===== src/hdl/ila_pkg.sv =====
package ila_pkg;

	////////////////////////////////////////
	// Host command opcodes

	// One opcode byte, then any argument bytes big endian
	typedef enum logic [7:0] {
		CMD_NOP                = 8'h00,	// Ignored
		CMD_SET_MATCH_ALL      = 8'h01,	// 1 byte, bit 0 selects AND
		CMD_SET_TRIG_OFFSET    = 8'h02,	// 2 bytes, samples kept before trigger
		CMD_SET_TRIG_MODE      = 8'h03,	// Channel byte then mode byte
		CMD_SET_COMPARE_TARGET = 8'h04,	// Channel byte then target bytes
		CMD_ARM                = 8'h05,
		CMD_STOP               = 8'h06,
		CMD_FORCE              = 8'h07,	// Trigger now
		CMD_GET_STATUS         = 8'h08,	// 1 byte reply
		CMD_GET_CHANNEL_COUNT  = 8'h0a,	// 1 byte reply
		CMD_GET_DATA           = 8'h0d,	// DEPTH rows, oldest first
		CMD_GET_DEPTH          = 8'h0e	// 3 byte reply
	} ila_cmd_e;

	////////////////////////////////////////
	// Comparator modes

	// Low two bits of the mode byte
	typedef enum logic [1:0] {
		COMPARE_NEVER     = 2'd0,
		COMPARE_EQUAL     = 2'd1,
		COMPARE_NOT_EQUAL = 2'd2,
		COMPARE_ALWAYS    = 2'd3
	} ila_compare_e;

	////////////////////////////////////////
	// Status and control

	// Byte returned by GET_STATUS
	typedef struct packed {
		logic [4:0] reserved;	// Always zero
		logic       done;		// Post-trigger samples all written
		logic       triggered;
		logic       armed;
	} ila_status_t;

	// One-cycle pulses from the command decoder
	typedef struct packed {
		logic arm;
		logic stop;
		logic trig_force;
	} capture_ctrl_t;

endpackage

===== src/hdl/ila_uart_top.sv =====
`timescale 1ns/1ps

module ila_uart_top #(
	parameter int  CHANNELS      = 2,	// At most 255
	parameter int  CHANNEL_WIDTH = 8,	// Multiple of 8
	parameter int  DEPTH         = 16,	// Power of two
	localparam int ADDR_BITS     = $clog2(DEPTH),
	localparam int ROW_BITS      = CHANNELS * CHANNEL_WIDTH
) (
	input  logic                                    clk,
	input  logic                                    reset,
	input  logic [CHANNELS-1:0][CHANNEL_WIDTH-1:0]  probe_in,
	input  logic [15:0]                             clkdiv,
	input  logic                                    uart_rxd,
	output logic                                    uart_txd
);

	import ila_pkg::*;

	////////////////////////////////////////
	// Interconnect

	logic                                   rx_valid;
	logic [7:0]                             rx_data;
	logic                                   tx_start;
	logic [7:0]                             tx_data;
	logic                                   tx_busy;
	logic                                   tx_done;

	logic                                   match_all;
	logic [ADDR_BITS-1:0]                   trig_offset;
	ila_compare_e [CHANNELS-1:0]            modes;
	logic [CHANNELS-1:0][CHANNEL_WIDTH-1:0] targets;
	logic                                   hit;		// Registered trigger
	capture_ctrl_t                          ctrl;
	ila_status_t                            status;

	logic                                   rd_en;
	logic [ADDR_BITS-1:0]                   rd_addr;
	logic [ROW_BITS-1:0]                    rd_data;

	////////////////////////////////////////
	// Serial line and command decoder

	uart_link uart0 (
		.clk      (clk),
		.reset    (reset),
		.clkdiv   (clkdiv),
		.rxd      (uart_rxd),
		.txd      (uart_txd),
		.rx_valid (rx_valid),
		.rx_data  (rx_data),
		.tx_start (tx_start),
		.tx_data  (tx_data),
		.tx_busy  (tx_busy),
		.tx_done  (tx_done)
	);

	ila_command_fsm #(
		.CHANNELS      (CHANNELS),
		.CHANNEL_WIDTH (CHANNEL_WIDTH),
		.DEPTH         (DEPTH)
	) cmd0 (
		.clk         (clk),
		.reset       (reset),
		.rx_valid    (rx_valid),
		.rx_data     (rx_data),
		.tx_start    (tx_start),
		.tx_data     (tx_data),
		.tx_busy     (tx_busy),
		.tx_done     (tx_done),
		.match_all   (match_all),
		.trig_offset (trig_offset),
		.modes       (modes),
		.targets     (targets),
		.ctrl        (ctrl),
		.status      (status),
		.rd_en       (rd_en),
		.rd_addr     (rd_addr),
		.rd_data     (rd_data)
	);

	////////////////////////////////////////
	// Analyzer core

	trigger_compare #(
		.CHANNELS      (CHANNELS),
		.CHANNEL_WIDTH (CHANNEL_WIDTH)
	) trig0 (
		.clk       (clk),
		.reset     (reset),
		.probe_in  (probe_in),
		.modes     (modes),
		.targets   (targets),
		.match_all (match_all),
		.hit       (hit)
	);

	capture_buffer #(
		.CHANNELS      (CHANNELS),
		.CHANNEL_WIDTH (CHANNEL_WIDTH),
		.DEPTH         (DEPTH)
	) cap0 (
		.clk         (clk),
		.reset       (reset),
		.probe_in    (probe_in),
		.hit         (hit),
		.ctrl        (ctrl),
		.trig_offset (trig_offset),
		.rd_en       (rd_en),
		.rd_addr     (rd_addr),
		.rd_data     (rd_data),
		.status      (status)
	);

endmodule


===== src/hdl/ila_command_fsm.sv =====
`timescale 1ns/1ps

module ila_command_fsm #(
	parameter int  CHANNELS      = 2,
	parameter int  CHANNEL_WIDTH = 8,
	parameter int  DEPTH         = 16,
	localparam int ADDR_BITS     = $clog2(DEPTH),
	localparam int ROW_BITS      = CHANNELS * CHANNEL_WIDTH
) (
	input  logic                                    clk,
	input  logic                                    reset,
	input  logic                                    rx_valid,
	input  logic [7:0]                              rx_data,
	output logic                                    tx_start,
	output logic [7:0]                              tx_data,
	input  logic                                    tx_busy,
	input  logic                                    tx_done,
	output logic                                    match_all,
	output logic [ADDR_BITS-1:0]                    trig_offset,
	output ila_pkg::ila_compare_e [CHANNELS-1:0]    modes,
	output logic [CHANNELS-1:0][CHANNEL_WIDTH-1:0]  targets,
	output ila_pkg::capture_ctrl_t                  ctrl,
	input  ila_pkg::ila_status_t                    status,
	output logic                                    rd_en,
	output logic [ADDR_BITS-1:0]                    rd_addr,
	input  logic [ROW_BITS-1:0]                     rd_data
);

	import ila_pkg::*;

	localparam int          TARGET_BYTES = CHANNEL_WIDTH / 8;
	localparam int          ROW_BYTES    = ROW_BITS / 8;
	localparam logic [23:0] DEPTH_BYTES  = 24'(DEPTH);

	typedef enum logic [3:0] {
		ST_IDLE,
		ST_MATCH_ALL,		// Argument collection
		ST_OFFSET_HI,
		ST_OFFSET_LO,
		ST_MODE_CHAN,
		ST_MODE_VAL,
		ST_TARGET_CHAN,
		ST_TARGET_BYTES,
		ST_TX_HOLD,			// Last reply byte in flight
		ST_DEPTH,
		ST_ROW_WAIT,		// Row streaming
		ST_ROW_SEND,
		ST_ROW_NEXT
	} state_e;

	state_e      state;
	logic [7:0]  cur_channel;	// Channel named by the first argument
	logic [7:0]  offset_hi;
	logic [15:0] byte_cnt;		// Byte within target, depth or row

	always_ff @(posedge clk) begin
		tx_start <= 1'b0;
		rd_en    <= 1'b0;
		ctrl     <= '0;
		if (reset) begin
			state       <= ST_IDLE;
			match_all   <= 1'b0;
			trig_offset <= '0;
			rd_addr     <= '0;
			byte_cnt    <= 16'd0;
			for (int i = 0; i < CHANNELS; i++)
				modes[i] <= COMPARE_NEVER;
		end else begin
			case (state)

				////////////////////////////////////////
				// Opcode decode

				ST_IDLE: begin
					byte_cnt <= 16'd0;
					if (rx_valid) begin
						case (ila_cmd_e'(rx_data))
							CMD_SET_MATCH_ALL:      state <= ST_MATCH_ALL;
							CMD_SET_TRIG_OFFSET:    state <= ST_OFFSET_HI;
							CMD_SET_TRIG_MODE:      state <= ST_MODE_CHAN;
							CMD_SET_COMPARE_TARGET: state <= ST_TARGET_CHAN;
							CMD_ARM:                ctrl.arm <= 1'b1;
							CMD_STOP:               ctrl.stop <= 1'b1;
							CMD_FORCE:              ctrl.trig_force <= 1'b1;
							CMD_GET_STATUS: begin
								tx_start <= 1'b1;	// Line is idle between commands
								tx_data  <= status;
								state    <= ST_TX_HOLD;
							end
							CMD_GET_CHANNEL_COUNT: begin
								tx_start <= 1'b1;
								tx_data  <= 8'(CHANNELS);
								state    <= ST_TX_HOLD;
							end
							CMD_GET_DEPTH: begin
								tx_start <= 1'b1;
								tx_data  <= DEPTH_BYTES[23:16];	// MSB first
								state    <= ST_DEPTH;
							end
							CMD_GET_DATA: begin
								rd_en   <= 1'b1;
								rd_addr <= '0;
								state   <= ST_ROW_WAIT;
							end
							default: ;	// NOP and unknown opcodes
						endcase
					end
				end

				////////////////////////////////////////
				// Configuration arguments

				ST_MATCH_ALL: begin
					if (rx_valid) begin
						match_all <= rx_data[0];
						state     <= ST_IDLE;
					end
				end
				ST_OFFSET_HI: begin
					if (rx_valid) begin
						offset_hi <= rx_data;
						state     <= ST_OFFSET_LO;
					end
				end
				ST_OFFSET_LO: begin
					if (rx_valid) begin
						trig_offset <= ADDR_BITS'({offset_hi, rx_data});
						state       <= ST_IDLE;
					end
				end
				ST_MODE_CHAN: begin
					if (rx_valid) begin
						cur_channel <= rx_data;
						state       <= ST_MODE_VAL;
					end
				end
				ST_MODE_VAL: begin
					if (rx_valid) begin
						if (cur_channel < CHANNELS)	// Out of range channel ignored
							modes[cur_channel] <= ila_compare_e'(rx_data[1:0]);
						state <= ST_IDLE;
					end
				end
				ST_TARGET_CHAN: begin
					if (rx_valid) begin
						cur_channel <= rx_data;
						byte_cnt    <= 16'(TARGET_BYTES - 1);	// Big endian, count down
						state       <= ST_TARGET_BYTES;
					end
				end
				ST_TARGET_BYTES: begin
					if (rx_valid) begin
						if (cur_channel < CHANNELS)
							targets[cur_channel][byte_cnt*8 +: 8] <= rx_data;
						byte_cnt <= byte_cnt - 16'd1;
						if (byte_cnt == 16'd0)
							state <= ST_IDLE;
					end
				end

				////////////////////////////////////////
				// Replies

				ST_TX_HOLD: begin
					if (tx_done)
						state <= ST_IDLE;
				end
				ST_DEPTH: begin
					if (tx_done) begin
						tx_start <= 1'b1;
						byte_cnt <= byte_cnt + 16'd1;
						if (byte_cnt == 16'd0)
							tx_data <= DEPTH_BYTES[15:8];
						else begin
							tx_data <= DEPTH_BYTES[7:0];
							state   <= ST_TX_HOLD;
						end
					end
				end

				// rd_data lands at the end of this cycle
				ST_ROW_WAIT: state <= ST_ROW_SEND;

				ST_ROW_SEND: begin
					// First byte of a row needs a free line, the rest follow tx_done
					if ((byte_cnt == 16'd0 && !tx_busy) || tx_done) begin
						tx_start <= 1'b1;
						tx_data  <= rd_data[byte_cnt*8 +: 8];	// Channel 0 low byte first
						byte_cnt <= byte_cnt + 16'd1;
						if (byte_cnt == 16'(ROW_BYTES - 1)) begin
							byte_cnt <= 16'd0;
							if (&rd_addr) begin
								ctrl.stop <= 1'b1;	// Readback complete, disarm
								state     <= ST_TX_HOLD;
							end else
								state <= ST_ROW_NEXT;
						end
					end
				end
				ST_ROW_NEXT: begin
					if (tx_done) begin	// Last byte of previous row out
						rd_en   <= 1'b1;
						rd_addr <= rd_addr + 1'b1;
						state   <= ST_ROW_WAIT;
					end
				end

				default: state <= ST_IDLE;
			endcase
		end
	end

endmodule


===== src/hdl/capture_buffer.sv =====
`timescale 1ns/1ps

module capture_buffer #(
	parameter int  CHANNELS      = 2,
	parameter int  CHANNEL_WIDTH = 8,
	parameter int  DEPTH         = 16,
	localparam int ADDR_BITS     = $clog2(DEPTH),
	localparam int ROW_BITS      = CHANNELS * CHANNEL_WIDTH
) (
	input  logic                                    clk,
	input  logic                                    reset,
	input  logic [CHANNELS-1:0][CHANNEL_WIDTH-1:0]  probe_in,
	input  logic                                    hit,
	input  ila_pkg::capture_ctrl_t                  ctrl,
	input  logic [ADDR_BITS-1:0]                    trig_offset,	// Pre-trigger rows
	input  logic                                    rd_en,
	input  logic [ADDR_BITS-1:0]                    rd_addr,		// Row 0 is oldest
	output logic [ROW_BITS-1:0]                     rd_data,
	output ila_pkg::ila_status_t                    status
);

	logic [ROW_BITS-1:0]  mem [DEPTH];		// Circular sample memory
	logic [ROW_BITS-1:0]  probe_q;			// Lines up with registered hit
	logic [ADDR_BITS-1:0] wr_ptr;			// Next row to write, oldest once done
	logic [ADDR_BITS-1:0] post_left;		// Samples still owed after trigger
	logic [ADDR_BITS-1:0] post_total;
	logic [ADDR_BITS-1:0] rd_phys;
	logic                 capturing;
	logic                 trig_now;

	assign capturing  = status.armed && !status.done;
	assign trig_now   = status.armed && !status.triggered && (hit || ctrl.trig_force);
	assign post_total = ADDR_BITS'(DEPTH - 1) - trig_offset;
	assign rd_phys    = wr_ptr + rd_addr;	// Wraps with DEPTH a power of two

	////////////////////////////////////////
	// Arm, trigger and post-trigger count

	always_ff @(posedge clk) begin
		if (reset) begin
			status    <= '0;
			wr_ptr    <= '0;
			post_left <= '0;
		end else begin
			if (capturing)
				wr_ptr <= wr_ptr + 1'b1;

			if (ctrl.arm) begin
				status.armed     <= 1'b1;
				status.triggered <= 1'b0;
				status.done      <= 1'b0;
			end else if (ctrl.stop)
				status.armed <= 1'b0;
			else if (trig_now) begin
				status.triggered <= 1'b1;
				post_left        <= post_total;
				if (post_total == '0)
					status.done <= 1'b1;	// Trigger sample is the last one
			end else if (capturing && status.triggered) begin
				post_left <= post_left - 1'b1;
				if (post_left == ADDR_BITS'(1))
					status.done <= 1'b1;	// Memory frozen from here
			end
		end
	end

	////////////////////////////////////////
	// Sample memory

	always_ff @(posedge clk) begin
		probe_q <= probe_in;
		if (capturing)
			mem[wr_ptr] <= probe_q;
		if (rd_en)
			rd_data <= mem[rd_phys];	// Held until next read
	end

endmodule


===== src/hdl/trigger_compare.sv =====
`timescale 1ns/1ps

module trigger_compare #(
	parameter int CHANNELS      = 2,
	parameter int CHANNEL_WIDTH = 8
) (
	input  logic                                    clk,
	input  logic                                    reset,
	input  logic [CHANNELS-1:0][CHANNEL_WIDTH-1:0]  probe_in,
	input  ila_pkg::ila_compare_e [CHANNELS-1:0]    modes,
	input  logic [CHANNELS-1:0][CHANNEL_WIDTH-1:0]  targets,
	input  logic                                    match_all,	// AND instead of OR
	output logic                                    hit
);

	import ila_pkg::*;

	logic [CHANNELS-1:0] chan_hit;		// Per-channel result
	logic [CHANNELS-1:0] chan_used;		// Mode other than NEVER
	logic                any_hit;
	logic                all_hit;

	////////////////////////////////////////
	// Per-channel comparators

	always_comb begin
		for (int i = 0; i < CHANNELS; i++) begin
			case (modes[i])
				COMPARE_EQUAL:     chan_hit[i] = probe_in[i] == targets[i];
				COMPARE_NOT_EQUAL: chan_hit[i] = probe_in[i] != targets[i];
				COMPARE_ALWAYS:    chan_hit[i] = 1'b1;
				default:           chan_hit[i] = 1'b0;
			endcase
			chan_used[i] = modes[i] != COMPARE_NEVER;
		end
	end

	////////////////////////////////////////
	// Combiner

	assign any_hit = |chan_hit;
	// NEVER channels drop out of AND, but all NEVER means no trigger
	assign all_hit = (|chan_used) && (chan_hit == chan_used);

	always_ff @(posedge clk) begin
		if (reset)
			hit <= 1'b0;
		else
			hit <= match_all ? all_hit : any_hit;	// One cycle behind probe_in
	end

endmodule


===== src/hdl/uart_link.sv =====
`timescale 1ns/1ps

module uart_link (
	input  logic        clk,
	input  logic        reset,
	input  logic [15:0] clkdiv,		// Clocks per bit, both directions
	input  logic        rxd,
	output logic        txd,
	output logic        rx_valid,
	output logic [7:0]  rx_data,
	input  logic        tx_start,
	input  logic [7:0]  tx_data,
	output logic        tx_busy,
	output logic        tx_done
);

	////////////////////////////////////////
	// Receiver

	typedef enum logic [1:0] {
		RX_IDLE,
		RX_START,	// Waiting for middle of start bit
		RX_DATA,
		RX_STOP
	} rx_state_e;

	rx_state_e   rx_state;
	logic [1:0]  rxd_sync;		// Two-flop synchronizer
	logic        rx_line;
	logic [15:0] rx_count;		// Cycles left until next sample point
	logic [2:0]  rx_bits;		// Data bits taken so far
	logic [7:0]  rx_shift;		// LSB arrives first

	assign rx_line = rxd_sync[1];
	assign rx_data = rx_shift;

	always_ff @(posedge clk) begin
		if (reset)
			rxd_sync <= 2'b11;	// Line idles high
		else
			rxd_sync <= {rxd_sync[0], rxd};
	end

	always_ff @(posedge clk) begin
		rx_valid <= 1'b0;
		if (reset) begin
			rx_state <= RX_IDLE;
			rx_count <= 16'd0;
			rx_bits  <= 3'd0;
		end else begin
			case (rx_state)
				RX_IDLE: begin
					if (!rx_line) begin	// Falling edge of start bit
						rx_count <= {1'b0, clkdiv[15:1]};	// Half a bit
						rx_state <= RX_START;
					end
				end
				RX_START: begin
					if (rx_count != 16'd0)
						rx_count <= rx_count - 16'd1;
					else if (rx_line)
						rx_state <= RX_IDLE;	// Glitch, not a real start bit
					else begin
						rx_count <= clkdiv - 16'd1;
						rx_bits  <= 3'd0;
						rx_state <= RX_DATA;
					end
				end
				RX_DATA: begin
					if (rx_count != 16'd0)
						rx_count <= rx_count - 16'd1;
					else begin
						rx_shift <= {rx_line, rx_shift[7:1]};
						rx_count <= clkdiv - 16'd1;
						rx_bits  <= rx_bits + 3'd1;
						if (rx_bits == 3'd7)
							rx_state <= RX_STOP;
					end
				end
				default: begin	// RX_STOP
					if (rx_count != 16'd0)
						rx_count <= rx_count - 16'd1;
					else begin
						rx_valid <= rx_line;	// Drop frames with a bad stop bit
						rx_state <= RX_IDLE;
					end
				end
			endcase
		end
	end

	////////////////////////////////////////
	// Transmitter

	logic [8:0]  tx_shift;		// Remaining data bits plus stop bit
	logic [3:0]  tx_bits;		// 0 is start, 9 is stop
	logic [15:0] tx_count;

	always_ff @(posedge clk) begin
		tx_done <= 1'b0;
		if (reset) begin
			txd      <= 1'b1;
			tx_busy  <= 1'b0;
			tx_bits  <= 4'd0;
			tx_count <= 16'd0;
		end else if (!tx_busy) begin
			if (tx_start) begin
				tx_shift <= {1'b1, tx_data};
				txd      <= 1'b0;			// Start bit
				tx_busy  <= 1'b1;
				tx_bits  <= 4'd0;
				tx_count <= clkdiv - 16'd1;
			end
		end else if (tx_count != 16'd0)
			tx_count <= tx_count - 16'd1;
		else if (tx_bits == 4'd9) begin	// Stop bit finished
			tx_busy <= 1'b0;
			tx_done <= 1'b1;
		end else begin
			txd      <= tx_shift[0];
			tx_shift <= {1'b1, tx_shift[8:1]};
			tx_bits  <= tx_bits + 4'd1;
			tx_count <= clkdiv - 16'd1;
		end
	end

endmodule


===== config.mk =====
export PLATFORM = sky130hd
export DESIGN_NAME = ila_uart_top
export DESIGN_NICKNAME = d
export VERILOG_FILES = /design/src/hdl/ila_pkg.sv /design/src/hdl/ila_uart_top.sv /design/src/hdl/ila_command_fsm.sv /design/src/hdl/capture_buffer.sv /design/src/hdl/trigger_compare.sv /design/src/hdl/uart_link.sv
export SDC_FILE = /design/constraint.sdc
export NUM_CORES = 1
export LEC_CHECK = 0
export ABC_AREA = 0
export BUFFER_PORTS_ARGS = -buffer_cell sky130_fd_sc_hd__buf_2
export CAP_MARGIN = 20
export CORE_UTILIZATION = 50
export DETAILED_ROUTE_END_ITERATION = 10
export PLACE_DENSITY = 0.76
export SLEW_MARGIN = 20
export SYNTH_ARGS = -nofsm -noshare
export SYNTH_HDL_FRONTEND = slang
export SYNTH_SLANG_ARGS = --single-unit

===== constraint.sdc =====
create_clock -name clk -period 3.09 [get_ports clk]
set_input_delay 0.1545 -clock clk [delete_from_list [all_inputs] [get_ports clk]]
set_output_delay 0.1545 -clock clk [all_outputs]
set_load 0.02 [all_outputs]

==> metrics, run 1 <==
Max clock buf depth=3; GP Congestion=0.891; antenna violations before repair=0; post-synth top area cell=edfxtp_1; outcome=completed; I/O Pins=36; list of most frequent post-synthesis cells=edfxtp_1, nor2_1, dfxtp_1; CP arrival=3480 ps; met2 usage=0.391; power per cell area=600 nW/um^2; Syn Area/Cell=13.0 sq um; top_reg_cell synth=edfxtp_1; Hold Path End=uart0.tx_count[0]; worst reg-to-reg setup slack=100 ps; Synth async-reset ratio=0; Post-Synthesis Cell Area=19300 sq um; fraction of layout cells with a size suffix above 1=0.172; Routed Antenna Nets=0; port bufs=35; core footprint=37800 sq um; CTS Buf Count=44; Setup TNS=0 ps; Final nets=around 1600; Non-Filler Instances=2115; pin count of the biggest net entering global routing=51; CP startpoint=cmd0.byte_cnt[0]; #FFs+latches synth=433; DR iter-0 viols=1261; drt drc=0; setup slack after layout=104 ps; Worst EP required=approximately 3600 ps; crit-path max FO=9; H-Tree Depth=2; R2R cell count=9; Worst-Margin Slew=just over 1000 ps; Seq/Total Area, Yosys=0.615; post-DR wirelength/cell=21.3 um; Top Usage Layer GRT=met2; Global Route Usage Sum=0.237; leakage=7.55 nW; yosys warns=0; Core Rows=71; worst setup path category=flop to flop; routed vias=12900; top-count cell post-synth=edfxtp_1; fin crit share=0.966; EDFF count, synth=320; Startpoint Class=flop; VDD IR max=538 uV; die area=39400 sq um; die extent in x=199 um; Clock transition at path regs=around 60 ps; CTS root buf=clkbuf_16; final wirelength=45000 um; total power=approximately 13 mW; Hold Crit Depth=4; clk_skew=35.4 ps; RSZ-0062 raised after global routing=no; max-slew violation count=0; crit end category=flop; count of different cell masters after synthesis=74; relative slew slack=0.326; drt first pass iters=6; placed wire-length estimate=28700 um; RR Startpoint=cmd0.byte_cnt[0]; pre-CTS setup slack=21.8 ps; placed insts=between 2000 and 2500; Initial Utilization=0.510; Sink Count=433; # setup viols final=0; met3 Use GR=0.0412; P&R area growth vs syn=14.4%; largest cells by area after synthesis=edfxtp_1, dfxtp_1, mux4_2; Period minus WS final=around 3000 ps; synthesized net count=1542; worst reg2reg path endpoint=cmd0.byte_cnt[3]; Synth top area share=0.498; met1 Track Usage GR=0.313; Final Hold Viols=0; routed vias/inst=roughly 6.1; max-cap violations=0; hold_sp=clkdiv[0]; via count of the first global-routing pass=12700; Die H=roughly 200 um; Syn Inst Count=1480; CP cell instances=inv_2, ha_1, or4b_2, or4_4, o41ai_4, buf_4, and2_2, a21oi_1, a311oi_1; grt ovf=0; CP peak stage delay=~610 ps; first-pass GRT wire length=70600 um; TritonCTS clock tree=built; Fmax achieved=0.335 GHz; fill count=2958; insertion delay of the later-clocked pin in the worst-skew pair=600 ps; Hold Crit Class=input pin to flop; slowest CP cell=or4b_2
logic make-up after synthesis:
kind of cell | count (synthesis) | share of synthesized area
DFF | 433 | 0.615
adders and majority gates | 27 | 0.0179
buffers and inverters | 126 | 0.0262
AOI/OAI and AO/OA | 282 | 0.0970
and+or+nand+nor | 447 | 0.120
xor gates and xnor gates | 44 | 0.0200
muxes | 121 | 0.105
worst max-delay path by stage:
stage                            end  slack [ps]  depth (start not counted)
floorplan              cmd0.state[3]          20                         10
global placement    cmd0.byte_cnt[3]         210                          8
detailed placement  cmd0.byte_cnt[3]          20                          8
CTS                 cmd0.byte_cnt[3]          20                          8
global route           cmd0.state[3]          40                          9
finish              cmd0.byte_cnt[3]         100                          9
registers in the layout, summed over array words and instances (netlist names), 4 cells and up:
signal            count
uart0.rx_count       16
cmd0.targets         16
cmd0.trig_offset      4
uart0.tx_bits         4
cmd0.cur_channel      8
cap0.rd_data         16
cap0.mem            256
cap0.probe_q         16
cmd0.modes            4
uart0.tx_shift        8
cmd0.state            4
cap0.post_left        4
cmd0.rd_addr          4
cap0.wr_ptr           4
cmd0.tx_data          8
uart0.rx_data         8
cmd0.byte_cnt        16
uart0.tx_count       16
worst max-delay path, delay by kind of cell, from the launching register on:
family	cells	cell delay [ps]
DFF	1	360
AOI/OAI and AO/OA	3	700
adders and majority gates	1	170
buffers and inverters	2	300
and+or+nand+nor	3	1370
cells in the final DEF, fill, tap and decap left out, types with 9 or more instances in the layout:
cell type      count
buf_2             35
ha_1              25
o21ai_0           68
nor2_1           117
and2_1            13
dfxtp_1          113
clkinv_1           9
and3_1             9
buf_4             71
inv_1             33
o31ai_1           10
xor2_1            13
nor4_1            26
mux4_2            64
xnor2_1           29
nand2_1           85
a32o_1            11
dlygate4sd3_1     22
nor3_1            47
nor2b_1           25
nand3_1           27
clkbuf_16         44
or3_1             13
nand4_1           21
clkbuf_1          12
a31oi_1            9
a21oi_1           68
mux2i_1           48
a211oi_1          25
mux2_2             9
edfxtp_1         320
final cells by class:
class | instances | area, sq um | share of cell area
diodes | 1 | 2.50 | 0.000113
clock buffers | 56 | 1150 | 0.0519
clock inverters | 26 | 278 | 0.0126
inverters | 34 | 128 | 0.00577
multi-input cells | 921 | 7010 | 0.317
flip-flops and latches | 433 | 11900 | 0.537
well taps | 511 | 639 | 0.0289
repair buffers | 133 | 1030 | 0.0465
per-stage QoR:
step                utilization  cell area (sq um)  hold slack [ps]
floorplan                     -              19300              182
global placement          0.540              20400              288
detailed placement        0.540              20400              289
CTS                       0.584              22100             4.48
global route              0.584              22100             74.1
finish                    0.584              22100             24.0
metal layers:
metal | part of all wire | vias up
li1 | - | 5891
met1 | 0.41 | 6325
met2 | 0.48 | 544
met3 | 0.075 | 90
met4 | 0.030 | 0
met5 | 0 | -
repair_timing:
item / in CTS / in global routing
buffers inserted: 0 / 1
resized for setup: 0 / 2
endpoints found under the hold margin: 28 / 0
hold buffers: 22 / 0
setup endpoints to repair: 0 / 9
where the power goes:
| part | leakage (nW) | switching (mW) | internal, mW |
|---|---|---|---|
| Combinational | 3.08 | 0.907 | 0.609 |
| Sequential | 3.78 | 0.168 | 6.32 |
| Clock | 0.686 | 2.27 | 2.99 |
| Total | 7.55 | 3.35 | 9.92 |
Note: power is estimated with default switching activity, not from simulation.
==> run 2: changes to the inputs <==
MAX_ROUTING_LAYER = met4   (was not set)
SKIP_LAST_GASP = 1   (was not set)
SLEW_MARGIN = 15   (was 20)
==> run 2 against run 1 <==
Maximum frequency about the same. Worst hold slack got worse by 8.8 ps. Critical path type unchanged. Critical endpoint is now cmd0.byte_cnt[4]. Utilization increased by 0.34 points. Largest power group unchanged. Sequential share of layout area shrank 0.31 points. Cell area increased by 0.58%. Largest cell class unchanged.
==> metrics, run 2 (synthesized netlist as in run 1, its figures left out) <==
Worst-Margin Slew=959 ps (-50.6 ps); hold_sp=clkdiv[3]; worst hold-check slack=15.2 ps (-8.83 ps); commonest cells after routing, fill and taps aside=edfxtp_1, nor2_1, dfxtp_1; Sink Count=433 (unchanged); multi-input logic area=7010 sq um (about the same); H-Tree Depth=2 (unchanged); crit-path max FO=14 (+5); R2R cell count=10 (+1); leakage=7.62 nW (+0.97%); grt ovf=0 (unchanged); Period minus WS final=2990 ps (+2.93 ps); routed vias=13000 (+0.91%); TritonCTS clock tree=built; via count of the first global-routing pass=12800 (+0.81%); Initial Utilization=0.510 (unchanged); Core Rows=71 (unchanged); Die H=199 um (unchanged); CTS Buf Count=44 (unchanged); die extent in x=199 um (unchanged); routed vias/inst=6.13 (+0.86%); port bufs=35 (unchanged); pin count of the biggest net entering global routing=49 (-3.9%); insertion delay of the later-clocked pin in the worst-skew pair=590 ps (about the same); Sw Share=0.252 (about the same); Global Route Usage Sum=0.250 (+0.0128); Final Hold Viols=0 (unchanged); P&R area growth vs syn=15.1%; worst setup path category=flop to flop; Clk pwr share=0.407 (+0.010); commonest non-fill, non-tap cell in the layout=edfxtp_1; Final Cell Area=22200 sq um (+0.58%); max reg flops=256 (unchanged); CP startpoint=cmd0.byte_cnt[0]; die area=39400 sq um (unchanged); Final nets=1632 (+0.18%); Routed Antenna Nets=0 (unchanged); Clock transition at path regs=60 ps (about the same); Hold Crit Class=input pin to flop; relative slew slack=0.359 (+0.0338); pre-CTS setup slack=92.3 ps (+70.5 ps); VDD IR max=713 uV (+33%); drt drc=0 (unchanged); fill count=2925 (-1.1%); first-pass GRT wire length=72100 um (+2.2%); CP arrival=3500 ps (+20 ps); fraction of layout cells with a size suffix above 1=0.179 (+0.00664); fin crit share=0.967 (about the same); drt first pass iters=5 (-1); outcome=completed; max-slew violation count=0 (unchanged); RR Startpoint=cmd0.byte_cnt[0]; core footprint=37800 sq um (unchanged); Startpoint Class=flop; post-DR wirelength/cell=21.9 um (+3.2%); Reg area=11900 sq um (unchanged); setup slack after layout=101 ps (-2.93 ps); Hold Path End=uart0.rx_count[2]; combinational power share=0.114 (about the same); placed instance area=20500 sq um (+0.21%); I/O Pins=36 (unchanged); Top reg by flops=cap0.mem; Max clock buf depth=3 (unchanged); Worst EP required=3610 ps (+30 ps); switching power=3.42 mW (+2.0%); max-cap violations=0 (unchanged); Fmax achieved=0.335 GHz (about the same); Hold Crit Depth=3 (-1); DR iter-0 viols=1106 (-12%); total power=13.5 mW (+2.1%); Antenna Cells=0 (-1); Setup TNS=0 ps (unchanged); CTS root buf=clkbuf_16; placed wire-length estimate=28700 um (about the same); # setup viols final=0 (unchanged); Internal=10.1 mW (+2.1%); power per cell area=610 nW/um^2 (+1.5%); sequential power share=0.479 (-0.010); clk_skew=23.6 ps (-11.8 ps); RSZ-0062 raised after global routing=yes; GP Congestion=0.920 (+3.2%); crit end category=flop; worst reg-to-reg setup slack=100 ps (about the same); antenna violations before repair=1 (+1); final wirelength=46400 um (+3.3%); worst reg2reg path endpoint=cmd0.byte_cnt[4]
==> run 2: changes by cell type in the layout (fill, tap and decap cells not counted), moves of 2 or more <==
| cell | change |
|---|---|
| clkinv_2 | -3 |
| clkbuf_1 | -6 |
| buf_4 | +2 |
| clkinv_4 | +4 |
| clkbuf_8 | +5 |
| clkinv_1 | -2 |
==> run 2: how the worst max path moves through the flow <==
stage                             to  slack [ps]  cells after the start
floorplan              cmd0.state[3]          20                     10
global placement    cmd0.byte_cnt[3]         190                      8
detailed placement  cmd0.byte_cnt[3]          90                      8
CTS                 cmd0.byte_cnt[3]          80                      8
global route        cmd0.byte_cnt[3]         -20                      9
finish              cmd0.byte_cnt[4]         100                     10
==> run 2: layout make-up <==
type                    instances  area share
flip-flops and latches        433       0.534
multi-input cells             921       0.315
clock buffers                  55      0.0536
repair buffers                136      0.0479
well taps                     511      0.0288
clock inverters                26      0.0146
inverters                      34     0.00574
==> run 2: stage by stage <==
| step | util | instances |
|---|---|---|
| finish | 0.587 | 2116 |
| global route | 0.587 | 2116 |
| detailed placement | 0.541 | 2013 |
| global placement | 0.541 | 2013 |
| floorplan | - | 1480 |
| CTS | 0.587 | 2115 |
==> run 2: worst max-delay path, cell delays in order (launching register included) <==
cell,delay [ps]
dfxtp_1,350
inv_1,120
ha_1,170
or4b_2,610
or4_4,490
o41ai_4,330
buf_4,200
and4_1,220
buf_6,170
a31o_2,160
a22o_1,110
==> run 2: per-layer routing <==
layer,track usage,up-vias,routed length (um)
met5,-,-,0
met4,0.0952,0,1500
met3,0.0365,102,3470
met2,0.402,584,22600
met1,0.322,6385,18800
li1,-,5896,-
==> run 2: power groups by stage <==
stage | logic, mW | clock network [mW] | registers [mW]
after detailed placement | 1.48 | 0 | 6.61
after CTS | 1.51 | 5.58 | 6.49
after global placement | 1.45 | 0 | 6.60
after global routing | 1.72 | 5.81 | 6.51
final | 1.54 | 5.52 | 6.49
after floorplan | 1.08 | 0 | 6.55
==> run 2: what timing repair did <==
action | 4_1_cts | 5_1_grt
hold endpoints to repair | 21 | 0
setup endpoints to repair | 0 | 9
buffers inserted | 0 | 1
hold buffers | 21 | 0
resized for setup | 0 | 3
==> run 3: changes to the inputs <==
CORE_UTILIZATION = 29   (was 50)
PLACE_DENSITY = 0.52   (was 0.76)
REMOVE_ABC_BUFFERS = 1   (was not set)
==> run 3 against run 2 <==
Worst hold slack gained 32 ps. Cell count grew 17%. Clock skew grew 11 ps. Clock power grew 12%. Global-route usage shrank 10 points. Via count shrank 3.0%. Combinational power is essentially flat. Wire length grew 2.5%. First-iteration DRC count grew 3.0%. Non-clock buffer count grew 5. Sequential share of layout area shrank 1.6 points. Flip-flop and latch count is the same. Critical endpoint is now cmd0.byte_cnt[2].
==> metrics, run 3 (synthesized netlist as in run 1, its figures left out) <==
combinational power share=0.107 (-0.007); crit-path max FO=7 (-7); Core Rows=94 (+32%); Worst-Margin Slew=1000 ps (+40.7 ps); Fmax achieved=0.342 GHz (+2.3%); die area=67600 sq um (+72%); CTS Buf Count=47 (+6.8%); Sw Share=0.246 (-0.00585); routed vias/inst=5.07 (-17%); Final Hold Viols=0 (unchanged); Initial Utilization=0.293 (-0.217); # setup viols final=0 (unchanged); post-DR wirelength/cell=19.2 um (-13%); Final nets=1640 (+0.49%); Critical Path End=cmd0.byte_cnt[2]; Top reg by flops=cap0.mem; power per cell area=619 nW/um^2 (+1.6%); max reg flops=256 (unchanged); Clock transition at path regs=60 ps (about the same); die extent in x=260 um (+31%); leakage=7.73 nW (+1.4%); DR iter-0 viols=1139 (+3.0%); Max clock buf depth=3 (unchanged); relative slew slack=0.332 (-0.0272); R2R cell count=9 (-1); Worst EP required=3570 ps (-40 ps); placed wire-length estimate=31200 um (+8.7%); Final Cell Area=22900 sq um (+3.2%); Routed Antenna Nets=0 (unchanged); Sink Count=433 (unchanged); CP arrival=3400 ps (-100 ps); CP startpoint=cmd0.byte_cnt[0]; Post-Route Utilization=0.348 (-0.239); P&R area growth vs syn=18.8%; commonest cells after routing, fill and taps aside=edfxtp_1, dfxtp_1, nor2_1; Global Route Usage Sum=0.147 (-0.103); Antenna Cells=0 (unchanged); Internal=10.7 mW (+5.6%); multi-input logic area=7040 sq um (+0.43%); outcome=completed; Clk pwr share=0.436 (+0.029); crit end category=flop; H-Tree Depth=2 (unchanged); Period minus WS final=2920 ps (-68.2 ps); RSZ-0062 raised after global routing=no; fraction of layout cells with a size suffix above 1=0.191 (+0.0123); Hold Crit Class=input pin to flop; insertion delay of the later-clocked pin in the worst-skew pair=590 ps (about the same); Startpoint Class=flop; worst setup path category=flop to flop; drt first pass iters=5 (unchanged); port bufs=35 (unchanged); worst reg-to-reg setup slack=170 ps (+70 ps); I/O Pins=36 (unchanged); TritonCTS clock tree=built; total power=14.2 mW (+4.8%); RR Startpoint=cmd0.byte_cnt[0]; clk_skew=35.0 ps (+11.4 ps); first-pass GRT wire length=74500 um (+3.3%); CTS root buf=clkbuf_16; fin crit share=0.945 (-0.0221); grt ovf=0 (unchanged); final wirelength=47600 um (+2.5%); VDD IR max=429 uV (-40%); Reg area=11900 sq um (about the same); switching power=3.50 mW (+2.4%); core footprint=65900 sq um (+74%); fill count=6411 (+120%); Setup TNS=0 ps (unchanged); commonest non-fill, non-tap cell in the layout=edfxtp_1; sequential power share=0.457 (-0.022); max-slew violation count=0 (unchanged); placed instance area=21000 sq um (+2.4%); GP Congestion=0.869 (-5.5%); pin count of the biggest net entering global routing=78 (+59%); worst reg2reg path endpoint=cmd0.byte_cnt[2]; via count of the first global-routing pass=12600 (-1.0%); max-cap violations=0 (unchanged); antenna violations before repair=0 (-1); routed vias=12600 (-3.0%); Die H=260 um (+31%); drt drc=0 (unchanged)
-- run 3: cell types whose count changed in the layout (fill, tap and decap cells not counted), sizes merged --
| cell | change |
|---|---|
| clkbuf | +11 |
| clkinvlp | +3 |
| buf | +5 |
| bufinv | +4 |
| clkinv | -11 |
-- run 3: routing by layer --
layer / vias up / GRT usage / wire (um)
li1: 5925 / - / -
met4: 0 / 0.0387 / 903
met2: 308 / 0.231 / 22300
met3: 69 / 0.0231 / 2350
met1: 6282 / 0.196 / 22100
met5: - / - / 0
-- run 3: worst max-delay path, stage by stage, from the launching register on --
cell     delay, ps
dfxtp_2        350
inv_1          110
ha_1           170
or4b_2         600
or4_4          480
o41ai_4        250
buf_4          190
nand2_1        120
or3_1          400
a21oi_1        150
-- run 3: layout make-up --
type,instances,area share
flip-flops and latches,433,0.518
multi-input cells,921,0.307
inverters,34,0.00556
repair buffers,141,0.0473
clock inverters,22,0.0175
clock buffers,66,0.0579
well taps,864,0.0471
-- run 3: repair_timing --
item                       CTS  global route
hold buffers                21             0
hold endpoints to repair    21             0
setup endpoints to repair    4             5
setup buffers                2             0
gates resized for setup      1             2
pin swaps                    1             0
-- run 3: power groups by stage --
stage / combinational (mW) / clock, mW / sequential [mW]
floorplan: 1.02 / 0 / 6.56
global placement: 1.46 / 0 / 6.61
global route: 1.71 / 6.55 / 6.52
CTS: 1.51 / 6.33 / 6.49
finish: 1.52 / 6.19 / 6.49
detailed placement: 1.49 / 0 / 6.62
-- run 3: how the worst min path moves through the flow --
stage	from	endpoint	slack [ps]	cells past startpoint
global placement	probe_in[0]	cap0.probe_q[0]	300	1
global route	clkdiv[7]	uart0.rx_count[7]	70	4
detailed placement	probe_in[4]	cap0.probe_q[4]	300	1
floorplan	probe_in[0]	cap0.probe_q[0]	180	0
CTS	clkdiv[7]	uart0.rx_count[7]	20	4
finish	clkdiv[7]	uart0.rx_count[7]	50	4
-- run 3: metrics by stage --
stage / setup slack (ps) / hold WS (ps) / cells
final: 169 / 47.6 / 2481
after global routing: 17.5 / 65.8 / 2481
after CTS: 139 / 19.1 / 2481
after detailed placement: -1.21 / 296 / 2370
after global placement: 84.7 / 299 / 2370
after floorplan: -1220 / 182 / 1388
